### src/hw/mips_pkg.sv
package mips_pkg;

    typedef logic [31:0] word_t;
    typedef logic [4:0]  reg_addr_t;
    typedef logic [5:0]  funct_t;

    // Data memory geometry, word addressed
    localparam int DMEM_WORDS = 64;
    localparam int DMEM_AW    = 6;

    // R-type function field codes
    localparam funct_t FUNCT_ADD = 6'h20;
    localparam funct_t FUNCT_SUB = 6'h22;
    localparam funct_t FUNCT_AND = 6'h24;
    localparam funct_t FUNCT_OR  = 6'h25;
    localparam funct_t FUNCT_NOR = 6'h27;
    localparam funct_t FUNCT_SLT = 6'h2A;

    // Main control ALU op
    typedef enum logic [1:0] {
        ALU_OP_ADD   = 2'b00,
        ALU_OP_SUB   = 2'b01,
        ALU_OP_FUNCT = 2'b10
    } alu_op_t;

    typedef enum logic [3:0] {
        ALU_AND = 4'b0000,
        ALU_OR  = 4'b0001,
        ALU_ADD = 4'b0010,
        ALU_SUB = 4'b0110,
        ALU_SLT = 4'b0111,
        ALU_NOR = 4'b1100
    } alu_fn_t;

    typedef struct packed {
        alu_op_t alu_op;
        logic    alu_src;
        logic    reg_dst;
    } ex_ctrl_t;

    typedef struct packed {
        logic branch;
        logic mem_write;
        logic mem_read;
    } mem_ctrl_t;

    typedef struct packed {
        logic mem_to_reg;
        logic reg_write;
    } wb_ctrl_t;

    // Bundle from the decode stage
    typedef struct packed {
        word_t     pc_plus4;
        word_t     rs_data;
        word_t     rt_data;
        word_t     imm;
        reg_addr_t rt_addr;
        reg_addr_t rd_addr;
        ex_ctrl_t  ex;
        mem_ctrl_t mem;
        wb_ctrl_t  wb;
    } id_ex_t;

    typedef struct packed {
        word_t     branch_target;
        logic      zero;
        word_t     alu_result;
        word_t     store_data;
        reg_addr_t dest_addr;
        mem_ctrl_t mem;
        wb_ctrl_t  wb;
    } ex_mem_t;

endpackage

### src/hw/data_memory.sv
`timescale 1ns/1ns

module data_memory
(
    input  logic                         i_clk,
    input  logic                         i_we,
    input  logic [mips_pkg::DMEM_AW-1:0] i_addr,
    input  mips_pkg::word_t              i_wdata,
    output mips_pkg::word_t              o_rdata
);

    mips_pkg::word_t mem [mips_pkg::DMEM_WORDS];

    always_ff @(posedge i_clk)
    begin
        if (i_we)
        begin
            mem[i_addr] <= i_wdata;
        end
    end

    // Read path has no clock
    assign o_rdata = mem[i_addr];

endmodule

### src/hw/ex_alu.sv
`timescale 1ns/1ns

module ex_alu
(
    input  mips_pkg::word_t   i_a,
    input  mips_pkg::word_t   i_b,
    input  mips_pkg::alu_op_t i_alu_op,
    input  mips_pkg::funct_t  i_funct,
    output mips_pkg::word_t   o_result,
    output logic              o_zero
);

    mips_pkg::alu_fn_t alu_fn;
    logic              less_than;

    // ALU control from main op and function field
    always_comb
    begin
        case (i_alu_op)
            mips_pkg::ALU_OP_ADD:
            begin
                alu_fn = mips_pkg::ALU_ADD;
            end
            mips_pkg::ALU_OP_SUB:
            begin
                alu_fn = mips_pkg::ALU_SUB;
            end
            mips_pkg::ALU_OP_FUNCT:
            begin
                case (i_funct)
                    mips_pkg::FUNCT_ADD: alu_fn = mips_pkg::ALU_ADD;
                    mips_pkg::FUNCT_SUB: alu_fn = mips_pkg::ALU_SUB;
                    mips_pkg::FUNCT_AND: alu_fn = mips_pkg::ALU_AND;
                    mips_pkg::FUNCT_OR:  alu_fn = mips_pkg::ALU_OR;
                    mips_pkg::FUNCT_NOR: alu_fn = mips_pkg::ALU_NOR;
                    mips_pkg::FUNCT_SLT: alu_fn = mips_pkg::ALU_SLT;
                    // Unknown codes behave as add
                    default:             alu_fn = mips_pkg::ALU_ADD;
                endcase
            end
            default:
            begin
                alu_fn = mips_pkg::ALU_ADD;
            end
        endcase
    end

    // Signed compare for slt
    assign less_than = ($signed(i_a) < $signed(i_b));

    always_comb
    begin
        case (alu_fn)
            mips_pkg::ALU_AND:
            begin
                o_result = i_a & i_b;
            end
            mips_pkg::ALU_OR:
            begin
                o_result = i_a | i_b;
            end
            mips_pkg::ALU_ADD:
            begin
                o_result = i_a + i_b;
            end
            mips_pkg::ALU_SUB:
            begin
                o_result = i_a - i_b;
            end
            mips_pkg::ALU_SLT:
            begin
                o_result = {31'b0, less_than};
            end
            mips_pkg::ALU_NOR:
            begin
                o_result = ~(i_a | i_b);
            end
            default:
            begin
                o_result = i_a + i_b;
            end
        endcase
    end

    assign o_zero = (o_result == '0);

endmodule

### src/hw/ex_mem_backend.sv
`timescale 1ns/1ns

module ex_mem_backend
(
    input  logic                i_clk,
    input  logic                i_arst_n,
    input  mips_pkg::id_ex_t    i_id_ex,
    output mips_pkg::word_t     o_wb_data,
    output mips_pkg::reg_addr_t o_wb_addr,
    output logic                o_reg_write,
    output logic                o_pc_src,
    output mips_pkg::word_t     o_branch_target
);

    mips_pkg::ex_mem_t ex_result;
    mips_pkg::ex_mem_t ex_mem;

    ex_stage u_ex_stage
    (
        .i_id_ex  (i_id_ex),
        .o_ex_mem (ex_result)
    );

    ex_mem_reg u_ex_mem_reg
    (
        .i_clk    (i_clk),
        .i_arst_n (i_arst_n),
        .i_ex_mem (ex_result),
        .o_ex_mem (ex_mem)
    );

    mem_stage u_mem_stage
    (
        .i_clk           (i_clk),
        .i_ex_mem        (ex_mem),
        .o_wb_data       (o_wb_data),
        .o_wb_addr       (o_wb_addr),
        .o_reg_write     (o_reg_write),
        .o_pc_src        (o_pc_src),
        .o_branch_target (o_branch_target)
    );

endmodule

### src/hw/ex_mem_reg.sv
`timescale 1ns/1ns

module ex_mem_reg
(
    input  logic              i_clk,
    input  logic              i_arst_n,
    input  mips_pkg::ex_mem_t i_ex_mem,
    output mips_pkg::ex_mem_t o_ex_mem
);

    // Whole bundle cleared on reset
    always_ff @(posedge i_clk or negedge i_arst_n)
    begin
        if (!i_arst_n)
        begin
            o_ex_mem <= '0;
        end
        else
        begin
            o_ex_mem <= i_ex_mem;
        end
    end

endmodule

### src/hw/ex_stage.sv
`timescale 1ns/1ns

module ex_stage
(
    input  mips_pkg::id_ex_t  i_id_ex,
    output mips_pkg::ex_mem_t o_ex_mem
);

    mips_pkg::word_t     operand_b;
    mips_pkg::word_t     alu_result;
    logic                alu_zero;
    mips_pkg::word_t     branch_target;
    mips_pkg::reg_addr_t dest_addr;

    // Immediate or rt as second operand
    assign operand_b = i_id_ex.ex.alu_src ? i_id_ex.imm : i_id_ex.rt_data;

    ex_alu u_alu
    (
        .i_a      (i_id_ex.rs_data),
        .i_b      (operand_b),
        .i_alu_op (i_id_ex.ex.alu_op),
        .i_funct  (i_id_ex.imm[5:0]),
        .o_result (alu_result),
        .o_zero   (alu_zero)
    );

    // Word offset turned into a byte offset
    assign branch_target = i_id_ex.pc_plus4 + {i_id_ex.imm[29:0], 2'b00};

    // R-type writes rd, I-type writes rt
    assign dest_addr = i_id_ex.ex.reg_dst ? i_id_ex.rd_addr : i_id_ex.rt_addr;

    always_comb
    begin
        o_ex_mem.branch_target = branch_target;
        o_ex_mem.zero          = alu_zero;
        o_ex_mem.alu_result    = alu_result;
        o_ex_mem.store_data    = i_id_ex.rt_data;
        o_ex_mem.dest_addr     = dest_addr;
        o_ex_mem.mem           = i_id_ex.mem;
        o_ex_mem.wb            = i_id_ex.wb;
    end

endmodule

### src/hw/mem_stage.sv
`timescale 1ns/1ns

module mem_stage
(
    input  logic                i_clk,
    input  mips_pkg::ex_mem_t   i_ex_mem,
    output mips_pkg::word_t     o_wb_data,
    output mips_pkg::reg_addr_t o_wb_addr,
    output logic                o_reg_write,
    output logic                o_pc_src,
    output mips_pkg::word_t     o_branch_target
);

    logic [mips_pkg::DMEM_AW-1:0] mem_addr;
    mips_pkg::word_t              mem_rdata;

    // Byte address to word index
    assign mem_addr = i_ex_mem.alu_result[mips_pkg::DMEM_AW+1:2];

    data_memory u_dmem
    (
        .i_clk   (i_clk),
        .i_we    (i_ex_mem.mem.mem_write),
        .i_addr  (mem_addr),
        .i_wdata (i_ex_mem.store_data),
        .o_rdata (mem_rdata)
    );

    // beq taken when operands were equal
    assign o_pc_src        = i_ex_mem.mem.branch & i_ex_mem.zero;
    assign o_branch_target = i_ex_mem.branch_target;

    assign o_wb_data   = i_ex_mem.wb.mem_to_reg ? mem_rdata : i_ex_mem.alu_result;
    assign o_wb_addr   = i_ex_mem.dest_addr;
    assign o_reg_write = i_ex_mem.wb.reg_write;

endmodule

### config.mk
export PLATFORM = sky130hd
export DESIGN_NAME = ex_mem_backend
export DESIGN_NICKNAME = d
export VERILOG_FILES = /design/src/hw/mips_pkg.sv /design/src/hw/data_memory.sv /design/src/hw/ex_alu.sv /design/src/hw/ex_mem_backend.sv /design/src/hw/ex_mem_reg.sv /design/src/hw/ex_stage.sv /design/src/hw/mem_stage.sv
export SDC_FILE = /design/constraint.sdc
export NUM_CORES = 2
export LEC_CHECK = 0
export ABC_AREA = 1
export BUFFER_PORTS_ARGS = -buffer_cell sky130_fd_sc_hd__buf_4
export CAP_MARGIN = 30
export CORE_MARGIN = 2
export CORE_UTILIZATION = 50
export DETAILED_ROUTE_END_ITERATION = 12
export MAX_ROUTING_LAYER = met4
export PLACE_DENSITY = 0.73
export SETUP_SLACK_MARGIN = 0.5
export SYNTH_ARGS = -nofsm -noshare
export SYNTH_HDL_FRONTEND = slang
export SYNTH_SLANG_ARGS = --single-unit
### constraint.sdc
create_clock -name i_clk -period 9.5 [get_ports i_clk]
set_input_delay 0 -clock i_clk [delete_from_list [all_inputs] [get_ports i_clk]]
set_output_delay 0 -clock i_clk [all_outputs]
set_load 0.005 [all_outputs]
==> out/qor.csv <==
metric,value,unit
outcome,"finished, final reports clean",
fin_crit_sh,59.2,%
hold_viol_final,0,
die_h,425,um
placed_area,93300,um2
p_per_area,230,nW/um2
synthXorXnorAreaFrac,0.365,%
cts_root_buf,clkbuf_16,
fmax,178,MHz
rsz0062_at_grt,no,
drt_iter0_drc,8275,
routedWlPerCell,28.4,um
grt-ovfl-total,0,
slowest_stage,dfrtp_1,
grt_pass1_vias,57400,
setup_viol_count_final,0,
cts_buffers,203,
cp.required,9.50,ns
cpPeakStageDelay,0.62,ns
antenna_found_initial,13,
floorplan.die.width,425,um
timing.hold.ws,0.0561,ns
ys_ff_latch,2154,
synth.largest_area_cell,edfxtp_1,
synth_cell_types,56,
async_reset_ff_share,4.92,%
synth_fp_nets,7166,
grt_use_total,31.6,%
dr.pass1.iters,6,
start_util,50.3,%
area_growth,15.5,%
port_buffers,218,
synth_simple_gate_area_share,12.9,%
cts_resized,0,
final_nets,7630,
yosysTopAreaCellShare,69.4,%
num_rows,154,
clkLatencyLatePin,0.86,ns
tns,0,ns
drive_gt1_share,11.6,%
via_count,59800,
worstMarginPinSlew,1.02,ns
ir_drop,211,uV
place_congestion,0.977,
skew,0.0475,ns
coreArea,176000,um2
synthTopCellsByArea,"edfxtp_1 (69%), nand2_1 (7.5%), dfrtp_1 (3.0%), a22oi_1 (2.7%), inv_1 (2.2%)",
postCtsHoldBufs,221,
syn_area,88700,um2
path_cells,inv_4 -> nand3_4 -> inv_8 -> buf_4 -> nand2_1 -> nand4_1 -> o31ai_1 -> nand2_1 -> nor2_1 -> nand4_1 -> o21ai_1 -> inv_1 -> buf_4,
synth-seq-area-share,72.4,%
power,23.5,mW
max_slew_margin,31.7,%
synth_top_family_by_area,simple AND/OR/NAND/NOR gates,
ctsLongestPathBuffers,3,
dieArea,181000,um2
worstPathMaxFanout,66,
post-route-min-period,5.63,ns
htreeDepth,4,
drt.antenna.violating_nets,0,
synthCells,6883,
worst_setup_path_end_kind,primary output,
io_pins,220,
cts_tree,done,
grt_pass1_wl,397000,um
post_drt_via_cell_ratio,6.06,
worst_ep_arrival_time,5.63,ns
routed_wirelength,280000,um
hold_class,in -> reg,
p_leak,36.9,nW
synth_edf_count,2048,
clk_pin_slew_worst_paths,0.06,ns
cts.sinks,2154,
postSynthAreaPerCell,12.9,um2
startpoint_type,flop,
drv_cap,0,
worstSetupPathType,reg -> out,
drc_errors,0,
drv_slew,0,
synthFlopType,edfxtp_1,
grt_max_degree,101,
synth_mux_area_share,0.0974,%
synth-adder-area-share,1.92,%
fin_area,102000,um2
yosys_warnings,0,
place_hpwl,164000,um
cts_setup_buffers,0,
synth-compound-area-share,7.96,%
synth_stat cells, types with 14 or more instances:
library cell,number
buf_1,18
o21ai_0,134
o2bb2ai_1,22
buf_2,160
buf_4,54
o21bai_1,14
a22o_1,62
clkbuf_1,73
ha_1,131
a221oi_1,88
nor2_1,371
nand2_1,1769
buf_6,25
a21oi_1,178
inv_1,530
a221oi_2,62
o21ai_1,21
nand3_1,229
nor3_1,20
xor2_1,27
edfxtp_1,2048
dfrtp_1,106
a22oi_1,318
and3_1,47
nand4_1,245
metrics by stage:
| step | utilization (%) | setup WS [ns] | std cells |
|---|---|---|---|
| floorplan | - | 6.03 | 6883 |
| global placement | 52.9 | 4.98 | 9252 |
| detailed placement | 53.0 | 4.95 | 9260 |
| CTS | 58.1 | 4.01 | 9860 |
| global route | 58.2 | 3.99 | 9870 |
| finish | 58.2 | 3.87 | 9875 |
flip-flops by register name, indices dropped and copies added, names as in the netlist:
signal                  cells
u_mem_stage.u_dmem.mem   2048
u_ex_mem_reg.o_ex_mem     106
cell families (layout without fill, tap and decap cells):
family,after synthesis,in the layout
AO/OA/AOI/OAI,955,955
multiplexers,8,8
other,0,14
adder cells (fa/ha/maj),134,134
XOR/XNOR,37,37
flip-flops,2154,2154
buffers and inverters,877,1515
AND/OR/NAND/NOR,2718,2718
report_power, final:
part	leakage (nW)	switching (mW)	internal (mW)
logic	13.9	3.11	1.25
registers	19.6	0.141	10.7
clock network	3.32	3.56	4.71
total	36.9	6.81	16.7
per-layer routing:
layer	GRT usage, %	up-vias	part of all wire, %
li1	-	25700	-
met1	40.6	29400	36
met2	47.9	4146	46
met3	6.91	600	12
met4	14.9	0	5.4
met5	-	-	0
worst paths after layout:
check	startpoint	slack [ns]	cells after the start	endpoint
min in group asynchronous	i_arst_n	0.29	4	u_ex_mem_reg.o_ex_mem[4]
worst max-delay path	u_ex_mem_reg.o_ex_mem[46]	3.87	13	o_wb_data[22]
worst min register to register	u_ex_mem_reg.o_ex_mem[30]	0.59	0	u_mem_stage.u_dmem.mem[39][20]
worst max register to register	u_ex_mem_reg.o_ex_mem[46]	5.02	7	u_mem_stage.u_dmem.mem[10][28]
max in group asynchronous	i_arst_n	8.32	4	u_ex_mem_reg.o_ex_mem[17]
worst min-delay path	i_id_ex[100]	0.06	6	u_ex_mem_reg.o_ex_mem[59]
final cells by class:
class	instances	area (um2)
repair buffers	589	5140
fillers	13400	73700
inverters	547	2130
diodes	14	35.0
multi-input cells	3852	21100
clock inverters	113	1370
clock buffers	266	5490
well taps	2340	2930
flip-flops and latches	2154	64200
cell usage in the layout (no fill, tap or decap), types with 47 or more instances in the layout:
cell / netlist / routed
buf_4: 54 / 355
ha_1: 131 / 131
nand2_1: 1769 / 1769
clkbuf_1: 73 / 50
nor2_4: 1 / 66
and3_1: 47 / 47
a22oi_1: 318 / 318
nand4_1: 245 / 245
a221oi_2: 62 / 62
inv_1: 530 / 528
a21oi_1: 178 / 178
nor2_1: 371 / 302
a22o_1: 62 / 62
nand3_1: 229 / 229
dfrtp_1: 106 / 73
dlygate4sd3_1: 0 / 220
clkbuf_16: 0 / 207
edfxtp_1: 2048 / 2048
o21ai_0: 134 / 134
a221oi_1: 88 / 88
worst max-delay path, delay by kind of cell (launching register included):
kind | cells | cell delay [ns]
and+or+nand+nor | 6 | 1.84
DFF | 1 | 0.62
AOI/OAI and AO/OA | 2 | 0.99
buffers and inverters | 5 | 1.19
(Power assumes the default switching activity.)
